==> config.mk <==
export PLATFORM = sky130hd
export DESIGN_NAME = cpu_top
export DESIGN_NICKNAME = d
export VERILOG_FILES = /design/src/design/cpu_isa_pkg.sv /design/src/design/cpu_bus_pkg.sv /design/src/design/cpu_top.sv /design/src/design/register_file.sv /design/src/design/alu.sv /design/src/design/sequencer.sv /design/src/design/bus_master.sv
export SDC_FILE = /design/constraint.sdc
export NUM_CORES = 1
export LEC_CHECK = 0
export ABC_CLOCK_PERIOD_IN_PS = 5150
export CAP_MARGIN = 0
export CORE_MARGIN = 2
export CORE_UTILIZATION = 49
export CTS_BUF_LIST = sky130_fd_sc_hd__clkbuf_8
export DETAILED_ROUTE_END_ITERATION = 7
export DONT_BUFFER_PORTS = 1
export GPL_TIMING_DRIVEN = 1
export PLACE_DENSITY = 0.62
export SYNTH_ARGS = -nofsm -noshare
export SYNTH_HDL_FRONTEND = slang
export SYNTH_HIERARCHICAL = 1
export SYNTH_SLANG_ARGS = --single-unit
==> constraint.sdc <==
create_clock -name clk -period 5.15 [get_ports clk]
set_clock_uncertainty 0.15 [all_clocks]
set_input_delay 1.03 -clock clk [delete_from_list [all_inputs] [get_ports clk]]
set_output_delay 1.03 -clock clk [all_outputs]
set_load 0.05 [all_outputs]
==> src/design/cpu_isa_pkg.sv <==
package cpu_isa_pkg;

    // every opcode is a single byte and operand bytes follow low byte first
    typedef logic [7:0] opcode_t;

    localparam opcode_t OP_NOP      = 8'h00;
    localparam opcode_t OP_LD_A_IMM = 8'h10;
    localparam opcode_t OP_LD_B_IMM = 8'h11;
    localparam opcode_t OP_ADD_IMM  = 8'h20;
    localparam opcode_t OP_SUB_IMM  = 8'h21;
    localparam opcode_t OP_AND_IMM  = 8'h22;
    localparam opcode_t OP_OR_IMM   = 8'h23;
    localparam opcode_t OP_XOR_IMM  = 8'h24;
    localparam opcode_t OP_LD_A_ABS = 8'h30;
    localparam opcode_t OP_ST_A_ABS = 8'h31;
    localparam opcode_t OP_ST_B_ABS = 8'h32;
    localparam opcode_t OP_JP_ABS   = 8'h40;

    // PASS forwards the operand unchanged and the rest combine A with the operand
    typedef enum logic [2:0]
    {
        ALU_PASS,
        ALU_ADD,
        ALU_SUB,
        ALU_AND,
        ALU_OR,
        ALU_XOR
    } alu_op_t;

    typedef enum logic [1:0]
    {
        REG_NONE,
        REG_A,
        REG_B
    } reg_sel_t;

    typedef enum logic [2:0]
    {
        ST_VEC_LO,
        ST_VEC_HI,
        ST_FETCH,
        ST_IMM_LO,
        ST_IMM_HI,
        ST_MEM,
        ST_EXEC
    } seq_state_t;

endpackage

==> src/design/cpu_bus_pkg.sv <==
package cpu_bus_pkg;

    // byte address on the external memory bus
    typedef logic [15:0] addr_t;

    // one byte of memory or register data
    typedef logic [7:0] data_t;

    // the low vector byte sits here and the high byte at the next address
    localparam addr_t RESET_VECTOR_DEFAULT = 16'h0000;

endpackage
==> src/design/cpu_top.sv <==
`timescale 1ns/1ps

module cpu_top
#(
    parameter cpu_bus_pkg::addr_t RESET_VECTOR = cpu_bus_pkg::RESET_VECTOR_DEFAULT
)
(
    input  logic               clk,
    input  logic               reset,
    output logic               mem_req,
    output logic               mem_we,
    output cpu_bus_pkg::addr_t mem_addr,
    output cpu_bus_pkg::data_t mem_wdata,
    input  logic               mem_ack,
    input  cpu_bus_pkg::data_t mem_rdata
);
    logic                  xfer_start;
    logic                  xfer_we;
    cpu_bus_pkg::addr_t    xfer_addr;
    cpu_bus_pkg::data_t    xfer_wdata;
    logic                  xfer_done;
    cpu_bus_pkg::data_t    xfer_rdata;
    logic                  pc_inc;
    logic                  pc_load;
    cpu_bus_pkg::addr_t    pc_load_value;
    cpu_bus_pkg::addr_t    pc;
    cpu_bus_pkg::data_t    reg_a;
    cpu_bus_pkg::data_t    reg_b;
    logic                  exec_valid;
    cpu_isa_pkg::alu_op_t  alu_op;
    cpu_isa_pkg::reg_sel_t alu_dst;
    cpu_bus_pkg::data_t    alu_operand;
    logic                  wb_valid;
    cpu_isa_pkg::reg_sel_t wb_dst;
    cpu_bus_pkg::data_t    wb_data;

    bus_master u_bus_master
    (
        .clk, .reset, .xfer_start, .xfer_we, .xfer_addr, .xfer_wdata, .xfer_done,
        .xfer_rdata, .mem_req, .mem_we, .mem_addr, .mem_wdata, .mem_ack, .mem_rdata
    );

    sequencer #(.RESET_VECTOR(RESET_VECTOR)) u_sequencer
    (
        .clk, .reset, .xfer_start, .xfer_we, .xfer_addr, .xfer_wdata, .xfer_done,
        .xfer_rdata, .pc, .reg_a, .reg_b, .pc_inc, .pc_load, .pc_load_value,
        .exec_valid, .alu_op, .alu_dst, .alu_operand
    );

    alu u_alu
    (
        .clk, .reset, .exec_valid, .alu_op, .alu_dst, .alu_operand, .reg_a,
        .wb_valid, .wb_dst, .wb_data
    );

    register_file u_register_file
    (
        .clk, .reset, .wb_valid, .wb_dst, .wb_data, .pc_inc, .pc_load,
        .pc_load_value, .reg_a, .reg_b, .pc
    );

endmodule

==> src/design/register_file.sv <==
`timescale 1ns/1ps

module register_file
(
    input  logic                  clk,
    input  logic                  reset,
    input  logic                  wb_valid,
    input  cpu_isa_pkg::reg_sel_t wb_dst,
    input  cpu_bus_pkg::data_t    wb_data,
    input  logic                  pc_inc,
    input  logic                  pc_load,
    input  cpu_bus_pkg::addr_t    pc_load_value,
    output cpu_bus_pkg::data_t    reg_a,
    output cpu_bus_pkg::data_t    reg_b,
    output cpu_bus_pkg::addr_t    pc
);

    // a write-back with no destination leaves both registers alone
    always_ff @(posedge clk, posedge reset)
    begin
        if (reset)
        begin
            reg_a <= '0;
            reg_b <= '0;
        end
        else if (wb_valid)
        begin
            case (wb_dst)
                cpu_isa_pkg::REG_A:
                    reg_a <= wb_data;
                cpu_isa_pkg::REG_B:
                    reg_b <= wb_data;
                default:
                begin
                end
            endcase
        end
    end

    // a jump or vector load wins over the increment
    always_ff @(posedge clk, posedge reset)
    begin
        if (reset)
        begin
            pc <= '0;
        end
        else if (pc_load)
        begin
            pc <= pc_load_value;
        end
        else if (pc_inc)
        begin
            pc <= pc + 16'd1;
        end
    end

endmodule

==> src/design/alu.sv <==
`timescale 1ns/1ps

module alu
(
    input  logic                  clk,
    input  logic                  reset,
    input  logic                  exec_valid,
    input  cpu_isa_pkg::alu_op_t  alu_op,
    input  cpu_isa_pkg::reg_sel_t alu_dst,
    input  cpu_bus_pkg::data_t    alu_operand,
    input  cpu_bus_pkg::data_t    reg_a,
    output logic                  wb_valid,
    output cpu_isa_pkg::reg_sel_t wb_dst,
    output cpu_bus_pkg::data_t    wb_data
);
    cpu_bus_pkg::data_t result;

    // results wrap at 8 bits and no flags are kept
    always_comb
    begin
        case (alu_op)
            cpu_isa_pkg::ALU_ADD:
                result = reg_a + alu_operand;
            cpu_isa_pkg::ALU_SUB:
                result = reg_a - alu_operand;
            cpu_isa_pkg::ALU_AND:
                result = reg_a & alu_operand;
            cpu_isa_pkg::ALU_OR:
                result = reg_a | alu_operand;
            cpu_isa_pkg::ALU_XOR:
                result = reg_a ^ alu_operand;
            default:
                result = alu_operand;
        endcase
    end

    always_ff @(posedge clk, posedge reset)
    begin
        if (reset)
        begin
            wb_valid <= 1'b0;
        end
        else
        begin
            wb_valid <= exec_valid;
        end
    end

    always_ff @(posedge clk)
    begin
        if (exec_valid)
        begin
            wb_dst  <= alu_dst;
            wb_data <= result;
        end
    end

endmodule

==> src/design/sequencer.sv <==
`timescale 1ns/1ps

module sequencer
#(
    parameter cpu_bus_pkg::addr_t RESET_VECTOR = cpu_bus_pkg::RESET_VECTOR_DEFAULT
)
(
    input  logic                   clk,
    input  logic                   reset,
    output logic                   xfer_start,
    output logic                   xfer_we,
    output cpu_bus_pkg::addr_t     xfer_addr,
    output cpu_bus_pkg::data_t     xfer_wdata,
    input  logic                   xfer_done,
    input  cpu_bus_pkg::data_t     xfer_rdata,
    input  cpu_bus_pkg::addr_t     pc,
    input  cpu_bus_pkg::data_t     reg_a,
    input  cpu_bus_pkg::data_t     reg_b,
    output logic                   pc_inc,
    output logic                   pc_load,
    output cpu_bus_pkg::addr_t     pc_load_value,
    output logic                   exec_valid,
    output cpu_isa_pkg::alu_op_t   alu_op,
    output cpu_isa_pkg::reg_sel_t  alu_dst,
    output cpu_bus_pkg::data_t     alu_operand
);
    cpu_isa_pkg::seq_state_t state;
    cpu_isa_pkg::opcode_t    opcode;
    cpu_bus_pkg::data_t      imm_lo;
    cpu_bus_pkg::data_t      imm_hi;
    logic                    in_flight;
    logic                    is_mem_op;
    logic                    is_jump;

    // gives how many operand bytes follow an opcode and none for unknown opcodes
    function automatic logic [1:0] imm_count(input cpu_isa_pkg::opcode_t op);
        case (op)
            cpu_isa_pkg::OP_LD_A_IMM, cpu_isa_pkg::OP_LD_B_IMM,
            cpu_isa_pkg::OP_ADD_IMM, cpu_isa_pkg::OP_SUB_IMM,
            cpu_isa_pkg::OP_AND_IMM, cpu_isa_pkg::OP_OR_IMM,
            cpu_isa_pkg::OP_XOR_IMM:
                imm_count = 2'd1;
            cpu_isa_pkg::OP_LD_A_ABS, cpu_isa_pkg::OP_ST_A_ABS,
            cpu_isa_pkg::OP_ST_B_ABS, cpu_isa_pkg::OP_JP_ABS:
                imm_count = 2'd2;
            default:
                imm_count = 2'd0;
        endcase
    endfunction

    assign is_mem_op = (opcode == cpu_isa_pkg::OP_LD_A_ABS) ||
                       (opcode == cpu_isa_pkg::OP_ST_A_ABS) ||
                       (opcode == cpu_isa_pkg::OP_ST_B_ABS);
    assign is_jump   = (opcode == cpu_isa_pkg::OP_JP_ABS);

    always_comb
    begin
        case (state)
            cpu_isa_pkg::ST_VEC_LO:
                xfer_addr = RESET_VECTOR;
            cpu_isa_pkg::ST_VEC_HI:
                xfer_addr = RESET_VECTOR + 16'd1;
            cpu_isa_pkg::ST_MEM:
                xfer_addr = {imm_hi, imm_lo};
            default:
                xfer_addr = pc;
        endcase
    end

    assign xfer_we    = (state == cpu_isa_pkg::ST_MEM) && (opcode != cpu_isa_pkg::OP_LD_A_ABS);
    assign xfer_wdata = (opcode == cpu_isa_pkg::OP_ST_B_ABS) ? reg_b : reg_a;

    // PC moves past each opcode and operand byte as it is taken from the bus
    assign pc_inc = xfer_done && ((state == cpu_isa_pkg::ST_FETCH) ||
                                  (state == cpu_isa_pkg::ST_IMM_LO) ||
                                  (state == cpu_isa_pkg::ST_IMM_HI));
    assign pc_load = (xfer_done && state == cpu_isa_pkg::ST_VEC_HI) ||
                     (state == cpu_isa_pkg::ST_EXEC && is_jump);
    // the low vector byte is parked in imm_lo until the high byte arrives
    assign pc_load_value = (state == cpu_isa_pkg::ST_VEC_HI) ? {xfer_rdata, imm_lo} :
                                                               {imm_hi, imm_lo};
    assign exec_valid = (state == cpu_isa_pkg::ST_EXEC);

    always_comb
    begin
        alu_op      = cpu_isa_pkg::ALU_PASS;
        alu_dst     = cpu_isa_pkg::REG_NONE;
        alu_operand = imm_lo;
        case (opcode)
            cpu_isa_pkg::OP_LD_A_IMM:
                alu_dst = cpu_isa_pkg::REG_A;
            cpu_isa_pkg::OP_LD_B_IMM:
                alu_dst = cpu_isa_pkg::REG_B;
            cpu_isa_pkg::OP_ADD_IMM:
            begin
                alu_op  = cpu_isa_pkg::ALU_ADD;
                alu_dst = cpu_isa_pkg::REG_A;
            end
            cpu_isa_pkg::OP_SUB_IMM:
            begin
                alu_op  = cpu_isa_pkg::ALU_SUB;
                alu_dst = cpu_isa_pkg::REG_A;
            end
            cpu_isa_pkg::OP_AND_IMM:
            begin
                alu_op  = cpu_isa_pkg::ALU_AND;
                alu_dst = cpu_isa_pkg::REG_A;
            end
            cpu_isa_pkg::OP_OR_IMM:
            begin
                alu_op  = cpu_isa_pkg::ALU_OR;
                alu_dst = cpu_isa_pkg::REG_A;
            end
            cpu_isa_pkg::OP_XOR_IMM:
            begin
                alu_op  = cpu_isa_pkg::ALU_XOR;
                alu_dst = cpu_isa_pkg::REG_A;
            end
            // the loaded byte is still held on the read data of the bus master
            cpu_isa_pkg::OP_LD_A_ABS:
            begin
                alu_dst     = cpu_isa_pkg::REG_A;
                alu_operand = xfer_rdata;
            end
            default:
            begin
            end
        endcase
    end

    always_ff @(posedge clk, posedge reset)
    begin
        if (reset)
        begin
            state      <= cpu_isa_pkg::ST_VEC_LO;
            in_flight  <= 1'b0;
            xfer_start <= 1'b0;
        end
        else
        begin
            xfer_start <= 1'b0;
            // every state except execute owns exactly one bus transfer
            if (state != cpu_isa_pkg::ST_EXEC && !in_flight)
            begin
                xfer_start <= 1'b1;
                in_flight  <= 1'b1;
            end
            if (xfer_done)
            begin
                in_flight <= 1'b0;
                case (state)
                    cpu_isa_pkg::ST_VEC_LO:
                        state <= cpu_isa_pkg::ST_VEC_HI;
                    cpu_isa_pkg::ST_VEC_HI:
                        state <= cpu_isa_pkg::ST_FETCH;
                    cpu_isa_pkg::ST_FETCH:
                        state <= (imm_count(xfer_rdata) == 2'd0) ? cpu_isa_pkg::ST_EXEC :
                                                                   cpu_isa_pkg::ST_IMM_LO;
                    cpu_isa_pkg::ST_IMM_LO:
                        state <= (imm_count(opcode) == 2'd2) ? cpu_isa_pkg::ST_IMM_HI :
                                                               cpu_isa_pkg::ST_EXEC;
                    cpu_isa_pkg::ST_IMM_HI:
                        state <= is_mem_op ? cpu_isa_pkg::ST_MEM : cpu_isa_pkg::ST_EXEC;
                    default:
                        state <= cpu_isa_pkg::ST_EXEC;
                endcase
            end
            else if (state == cpu_isa_pkg::ST_EXEC)
            begin
                state <= cpu_isa_pkg::ST_FETCH;
            end
        end
    end

    always_ff @(posedge clk)
    begin
        if (xfer_done)
        begin
            case (state)
                cpu_isa_pkg::ST_FETCH:
                    opcode <= xfer_rdata;
                cpu_isa_pkg::ST_VEC_LO, cpu_isa_pkg::ST_IMM_LO:
                    imm_lo <= xfer_rdata;
                cpu_isa_pkg::ST_IMM_HI:
                    imm_hi <= xfer_rdata;
                default:
                begin
                end
            endcase
        end
    end

endmodule

==> src/design/bus_master.sv <==
`timescale 1ns/1ps

module bus_master
(
    input  logic               clk,
    input  logic               reset,
    input  logic               xfer_start,
    input  logic               xfer_we,
    input  cpu_bus_pkg::addr_t xfer_addr,
    input  cpu_bus_pkg::data_t xfer_wdata,
    output logic               xfer_done,
    output cpu_bus_pkg::data_t xfer_rdata,
    output logic               mem_req,
    output logic               mem_we,
    output cpu_bus_pkg::addr_t mem_addr,
    output cpu_bus_pkg::data_t mem_wdata,
    input  logic               mem_ack,
    input  cpu_bus_pkg::data_t mem_rdata
);
    typedef enum logic [1:0]
    {
        PH_IDLE,
        PH_REQ,
        PH_REL
    } phase_t;

    phase_t phase;
    logic   pending;
    logic   launch;

    // a request goes out only from idle, which the release phase leaves once ack is low
    assign launch = (phase == PH_IDLE) && (xfer_start || pending);

    always_ff @(posedge clk, posedge reset)
    begin
        if (reset)
        begin
            phase     <= PH_IDLE;
            pending   <= 1'b0;
            mem_req   <= 1'b0;
            mem_we    <= 1'b0;
            xfer_done <= 1'b0;
        end
        else
        begin
            xfer_done <= 1'b0;
            // a start that arrives while ack is still high waits here
            pending <= (pending || xfer_start) && !launch;
            if (xfer_start)
            begin
                mem_we <= xfer_we;
            end
            case (phase)
                PH_REQ:
                begin
                    if (mem_ack)
                    begin
                        mem_req   <= 1'b0;
                        xfer_done <= 1'b1;
                        phase     <= PH_REL;
                    end
                end
                default:
                begin
                    if (launch)
                    begin
                        mem_req <= 1'b1;
                        phase   <= PH_REQ;
                    end
                    else if (!mem_ack)
                    begin
                        phase <= PH_IDLE;
                    end
                end
            endcase
        end
    end

    always_ff @(posedge clk)
    begin
        if (xfer_start)
        begin
            mem_addr  <= xfer_addr;
            mem_wdata <= xfer_wdata;
        end
        // read data stays put until the next transfer is acknowledged
        if (phase == PH_REQ && mem_ack)
        begin
            xfer_rdata <= mem_rdata;
        end
    end

endmodule

==> results.py, run 1 <==
metrics = {
    "synthesis": {
        "synth_top_area_cell": "edfxtp_1",
        "ys_ff_latch": 110,
        "synth.avg_cell_area_um2": 11.1,
        "yosysUniqueCellTypes": 59,
        "synth.net_count": 576,
        "synth_seq_area_share_pct": 51.5,
        "netlist_area_mm2": 0.00599,
        "async_flop_share_pct": 40.0,
        "synth_edf_count": 66,
        "ys_warn_count": 6,
        "ys.flop_type": "edfxtp_1",
        "netlist_instances": 539,
        "synth_top_area_share_pct": 33.1,
        "synthTopCellsByArea": "edfxtp_1, dfrtp_1, mux2_2",
    },
    "power": {
        "peakVddDrop_mv": 0.330,
        "p_per_area_mw_per_mm2": 431,
        "p_leak_nw": 2.44,
        "power.total_mw": 2.72,
    },
    "timing": {
        "tightest_slew_ns": 1.25,
        "final_hold_viol_count": 0,
        "max_freq_mhz": 247,
        "drv_slew": 0,
        "period_share_pct": 78.5,
        "layout_setup_ws_ns": 1.11,
        "period_minus_slack_ns": 4.04,
        "relSlewSlack_pct": 16.6,
        "fin_tns_setup_ns": 0,
        "setup_viol": 0,
        "rsz0062_at_grt": "no",
    },
    "critical_path": {
        "crit_top_cell": "nor3_1",
        "path_class": "reg -> reg",
        "reg2regPathDepth": 12,
        "r2r_start": "u_sequencer/opcode[7]",
        "crit_arrival_ns": 4.08,
        "path_depth": 12,
        "path_cells": "nor3_1, nand2_1, nor3_1, buf_4, nor3b_1, mux2_2, fa_1, nor2b_1, o31a_1, o21ai_0, nor4bb_1, a2111oi_0",
        "worst_path_largest_cell_delay_ns": 0.62,
        "path_max_fanout": 14,
        "worst_ep_required_time_ns": 5.19,
        "cp-endpoint": "u_alu/wb_data[6]",
        "regToRegSetupSlack_ns": 1.11,
        "worst_setup_path_start_kind": "flip-flop",
        "end_kind": "flip-flop",
        "startpoint": "u_sequencer/opcode[7]",
        "crit_buf_inv": 1,
        "rr_endpoint": "u_alu/wb_data[6]",
        "slowest_stage": "nor3b_1",
        "cp_top_family": "simple AND/OR/NAND/NOR gates",
    },
    "layout": {
        "register_area_mm2": 0.00308,
        "utilization_pct": 52.8,
        "fillers": 1040,
        "final_cell_mix": "edfxtp_1, nand2_1, dfrtp_1",
        "diodes": 0,
        "nets": 572,
        "layout-drive-gt1-share_pct": 13.7,
        "syn2layout_area_growth_pct": 5.54,
        "layout_commonest_cell": "edfxtp_1",
        "layoutNonFillerInstCount": 687,
        "multi_input_area_mm2": 0.00269,
    },
    "clock_network": {
        "cts-htree-levels": 3,
        "cts.clk_slew.worst_paths_ns": 0.11,
        "hold_buffers": 0,
        "ctsResizeCount": 0,
        "cts_root_buffer": "clkbuf_8",
        "numCtsBuffers": 9,
        "clock_latency_ns": 0.39,
        "cts_buffer_depth": 2,
        "cts_tree": "done",
        "clock-sinks": 110,
        "post_cts_buffers": 0,
    },
    "detailed_routing": {
        "wire_per_inst_um": 18.9,
        "drt_wl_total_mm": 13.0,
        "drc": 0,
        "drtIter0Drc": 324,
        "drt_first_pass_iters": 5,
        "vias_per_cell": 5.93,
        "via_count": 4073,
        "ant_nets": 0,
    },
    "global_routing": {
        "grt_pass1_wl_mm": 20.4,
        "grt_max_degree": 36,
        "gr-total-overflow": 0,
        "grt_pass1_vias": 3749,
        "grtUsageTotal_pct": 20.5,
        "antenna_found_initial": 0,
    },
    "die": {
        "die_width_um": 115,
        "rows": 40,
        "io_pins": 37,
        "start_util_pct": 50.1,
        "core_mm2": 0.0120,
        "die-height_um": 115,
        "die_area_mm2": 0.0131,
    },
    "place": {
        "pre_cts_ws_ns": 1.13,
        "placed_cells": 671,
        "numPortBuffers": 0,
        "gp_congestion": 0.916,
        "dpl.hpwl_mm": 8.81,
    },
    "flow_run": {
        "max-cap-violations": 0,
    },
    "worst_hold_path": {
        "hold_path.class": "in -> async",
    },
    "status": {
        "status": "complete, no violations",
    },
}
## synthesized netlist by cell type (4+ instances only)
library cell and n:
edfxtp_1 66, nand2_1 54, dfrtp_1 44, mux2_2 42, o21ai_0 40, nor2_1 33
a21oi_1 31, inv_1 28, nor2b_1 28, ha_1 25, xnor2_1 17, clkbuf_1 10
nand3_1 9, a21o_1 8, nor4_1 8, a222oi_1 7, buf_2 7, nor3_1 7
a211oi_1 6, xor2_1 5, nand4_1 4, o21a_1 4
## cell families (layout without fill, tap and decap cells)
group | count (synthesis) | in the layout | synth area share, %
muxes | 45 | 45 | 8.40
and+or+nand+nor | 171 | 171 | 15.5
buffers and inverters | 50 | 51 | 3.68
xor gates and xnor gates | 22 | 22 | 3.22
DFF | 110 | 110 | 51.5
AOI/OAI and AO/OA | 115 | 115 | 12.1
adders and majority gates | 26 | 26 | 5.56
## worst min-delay path by stage
stage | startpoint | end | slack, ns | cells past startpoint
2_1_floorplan | u_sequencer/in_flight | u_sequencer/xfer_start | 0.25 | 1
3_3_place_gp | u_sequencer/in_flight | u_sequencer/xfer_start | 0.27 | 1
3_5_place_dp | u_sequencer/in_flight | u_sequencer/xfer_start | 0.27 | 1
4_1_cts | reset | u_alu/wb_valid | 0.18 | 1
5_1_grt | reset | u_alu/wb_valid | 0.18 | 1
6_report | reset | u_alu/wb_valid | 0.20 | 1
## state kept, by name, indices dropped and copies added (netlist names)
register                 flops
u_bus_master/mem_addr       16
u_sequencer/imm_hi           8
u_sequencer/xfer_start       1
u_register_file/reg_b        8
u_sequencer/state            3
u_alu/wb_valid               1
u_sequencer/imm_lo           8
u_bus_master/mem_req         1
u_bus_master/mem_we          1
u_alu/wb_dst                 2
u_bus_master/xfer_done       1
u_alu/wb_data                8
u_bus_master/phase           2
u_bus_master/mem_wdata       8
u_bus_master/pending         1
u_register_file/pc          16
u_bus_master/xfer_rdata      8
u_sequencer/opcode           8
u_register_file/reg_a        8
u_sequencer/in_flight        1
## per-stage QoR
step                hold WS [ns]  area, µm²
floorplan                  0.254       5990
global placement           0.268       6110
detailed placement         0.268       6110
CTS                        0.183       6320
global route               0.185       6320
finish                     0.204       6320
## worst reg2reg max path, cell delays in order (launching register included)
cell       delay (ns)
edfxtp_1         0.45
nor3_1           0.30
nand2_1          0.14
nor3_1           0.19
buf_4            0.24
nor3b_1          0.62
mux2_2           0.44
fa_1             0.43
nor2b_1          0.16
o31a_1           0.15
o21ai_0          0.11
nor4bb_1         0.15
a2111oi_0        0.32
## power breakdown
part	internal, mW	leakage (nW)	switching (mW)	total [mW]
Sequential	1.14	1.18	0.383	1.52
Combinational	0.300	1.16	0.349	0.649
Clock	0.251	0.105	0.302	0.553
## layout make-up
cell class              count  area share (%)
clock buffers              11            2.40
clock inverters             5           0.871
inverters                  28            1.66
multi-input cells         379            42.5
flip-flops and latches    110            48.8
well taps                 147            2.91
repair buffers              7           0.832
## layer usage
| metal | up-vias | wire [µm] | GRT usage, % |
|---|---|---|---|
| met1 | 1972 | 6160 | 30.3 |
| met4 | 0 | 294 | 8.05 |
| met3 | 27 | 693 | 3.07 |
| met5 | - | 0 | 0 |
| met2 | 130 | 5870 | 30.5 |
| li1 | 1944 | - | - |
Note: power is estimated with default switching activity, not from simulation.
==> run 2: changes to the inputs <==
--- a/config.mk
+++ b/config.mk
@@ -5,7 +5,7 @@
 export SDC_FILE = /design/constraint.sdc
 export NUM_CORES = 1
 export LEC_CHECK = 0
-export ABC_CLOCK_PERIOD_IN_PS = 5150
+export ABC_CLOCK_PERIOD_IN_PS = 3650
 export CAP_MARGIN = 0
 export CORE_MARGIN = 2
 export CORE_UTILIZATION = 49
@@ -13,7 +13,7 @@
 export DETAILED_ROUTE_END_ITERATION = 7
 export DONT_BUFFER_PORTS = 1
 export GPL_TIMING_DRIVEN = 1
-export PLACE_DENSITY = 0.62
+export PLACE_DENSITY = 0.64
 export SYNTH_ARGS = -nofsm -noshare
 export SYNTH_HDL_FRONTEND = slang
 export SYNTH_HIERARCHICAL = 1
==> constraint.sdc (replaced) <==
create_clock -name clk -period 3.65 [get_ports clk]
set_clock_uncertainty 0.15 [all_clocks]
set_input_delay 0.73 -clock clk [delete_from_list [all_inputs] [get_ports clk]]
set_output_delay 0.73 -clock clk [all_outputs]
set_load 0.05 [all_outputs]
==> results.py, run 2 (synthesis gave the netlist of run 1 again) <==
metrics = {
    "status": {
        "status": "complete, no violations",
    },
    "critical_path": {
        "crit_top_cell": "mux2_2",
        "worst_ep_required_time_ns": 3.70,
        "worst_path_largest_cell_delay_ns": 0.44,
        "crit_arrival_ns": 3.54,
        "path_cells": "nor3_2, and4_4, mux2_2, inv_1, ha_1, mux2_2, fa_1, nor2b_1, o31a_1, o21ai_1, nor4bb_2, a2111oi_2",
        "worst_setup_path_start_kind": "flip-flop",
        "path_class": "reg -> reg",
        "reg2regPathDepth": 12,
        "slowest_stage": "fa_1",
        "path_max_fanout": 5,
        "end_kind": "flip-flop",
    },
    "timing": {
        "max_freq_mhz": 286,
        "period_share_pct": 95.7,
        "drv_slew": 0,
        "tightest_slew_ns": 1.12,
        "relSlewSlack_pct": 25.5,
        "rsz0062_at_grt": "yes",
        "layout_setup_ws_ns": 0.157,
        "final_hold_viol_count": 0,
        "fin_hold_ws_ns": 0.155,
        "setup_viol": 0,
        "fin_tns_setup_ns": 0,
        "period_minus_slack_ns": 3.49,
    },
    "global_routing": {
        "grt_pass1_vias": 3982,
        "gr-total-overflow": 0,
        "antenna_found_initial": 0,
        "grt_max_degree": 33,
        "grt_pass1_wl_mm": 21.3,
        "grtUsageTotal_pct": 21.4,
    },
    "place": {
        "gp_congestion": 0.905,
        "placed_cells": 689,
        "pre_cts_ws_ns": -0.0983,
        "dpl.hpwl_mm": 9.27,
        "numPortBuffers": 0,
    },
    "clock_network": {
        "numCtsBuffers": 9,
        "clock_latency_ns": 0.39,
        "cts_root_buffer": "clkbuf_8",
        "cts_buffer_depth": 2,
        "cts_tree": "done",
        "cts.clk_slew.worst_paths_ns": 0.11,
        "clock-sinks": 110,
        "cts-htree-levels": 3,
    },
    "layout": {
        "diodes": 0,
        "final_cell_mix": "edfxtp_1, nand2_1, dfrtp_1",
        "largestRegisters": "u_bus_master/mem_addr (16), u_register_file/pc (16)",
        "utilization_pct": 54.5,
        "register_area_mm2": 0.00308,
        "syn2layout_area_growth_pct": 8.80,
        "multi_input_area_mm2": 0.00273,
        "fillers": 1004,
        "layoutNonFillerInstCount": 707,
        "nets": 592,
        "layout_commonest_cell": "edfxtp_1",
        "layout-drive-gt1-share_pct": 18.6,
    },
    "die": {
        "io_pins": 37,
        "die_width_um": 115,
        "rows": 40,
        "die_area_mm2": 0.0131,
        "start_util_pct": 50.1,
        "die-height_um": 115,
        "core_mm2": 0.0120,
    },
    "flow_run": {
        "max-cap-violations": 0,
    },
    "detailed_routing": {
        "wire_per_inst_um": 18.9,
        "via_count": 4266,
        "drc": 0,
        "drt_wl_total_mm": 13.4,
        "ant_nets": 0,
        "vias_per_cell": 6.03,
        "drtIter0Drc": 449,
        "drt_first_pass_iters": 6,
    },
    "power": {
        "p_leak_nw": 2.55,
        "p_per_area_mw_per_mm2": 596,
        "peakVddDrop_mv": 0.403,
    },
    "worst_hold_path": {
        "hold_path.class": "in -> async",
    },
}
==> run 2: changes by cell type in the layout (fill, tap and decap cells not counted), moves of 2 or more <==
| cell | delta |
|---|---|
| a211oi_2 | +2 |
| buf_4 | +19 |
| nor3_2 | +2 |
| nor3_1 | -2 |
| clkinv_1 | -2 |
| clkinv_2 | +2 |
| a211oi_1 | -2 |
==> run 2: cell type report <==
class	instances	area share (%)
repair buffers	27	3.15
clock buffers	10	2.11
clock inverters	6	1.04
inverters	28	1.61
well taps	147	2.82
multi-input cells	379	41.9
flip-flops and latches	110	47.3
==> run 2: through the flow <==
step                      power (mW)  instance area [µm²]
final                           3.88                 6510
after global routing            4.12                 6510
after CTS                       3.88                 6470
after detailed placement        3.11                 6260
after global placement          3.07                 6260
after floorplan                 2.82                 5990
==> run 2: path summary, 6_finish.rpt <==
kind | slack [ns] | end | start
max | 0.16 | u_alu/wb_data[6] | u_sequencer/opcode[7]
min | 0.15 | u_register_file/pc[1] | reset
max reg2reg | 0.16 | u_alu/wb_data[6] | u_sequencer/opcode[7]
min reg2reg | 0.28 | u_sequencer/xfer_start | u_sequencer/in_flight
max in group asynchronous | 2.55 | u_bus_master/phase[1] | reset
min in group clk | 0.28 | u_bus_master/xfer_rdata[1] | mem_rdata[1]
==> run 2: timing repair <==
action / in CTS / in global routing
hold buffers: 1 / 0
resized for setup: 1 / 8
pin swaps: 1 / 2
buffers inserted: 0 / 1
endpoints found under the setup margin: 1 / 3
endpoints found under the hold margin: 12 / 0
==> run 2: metal layers <==
metal  share of wire, %  global-route usage (%)
met1                 45                    30.7
met2                 45                    31.6
met3                7.2                    4.71
met4                2.8                    8.54
met5                  0                       0
==> run 2: worst max-delay path: cells and delay by family, from the launching register on <==
family                     cells  cell delay (ns)
AOI/OAI and AO/OA              3             0.45
DFF                            1             0.41
buffers and inverters          1             0.10
adders and majority gates      2             0.67
and+or+nand+nor                4             0.86
muxes                          2             0.67
==> run 2: power breakdown <==
group / switching [mW] / leakage, nW / internal (mW)
clock network: 0.431 / 0.105 / 0.341
registers: 0.517 / 1.18 / 1.61
logic: 0.532 / 1.27 / 0.453
total: 1.48 / 2.55 / 2.40
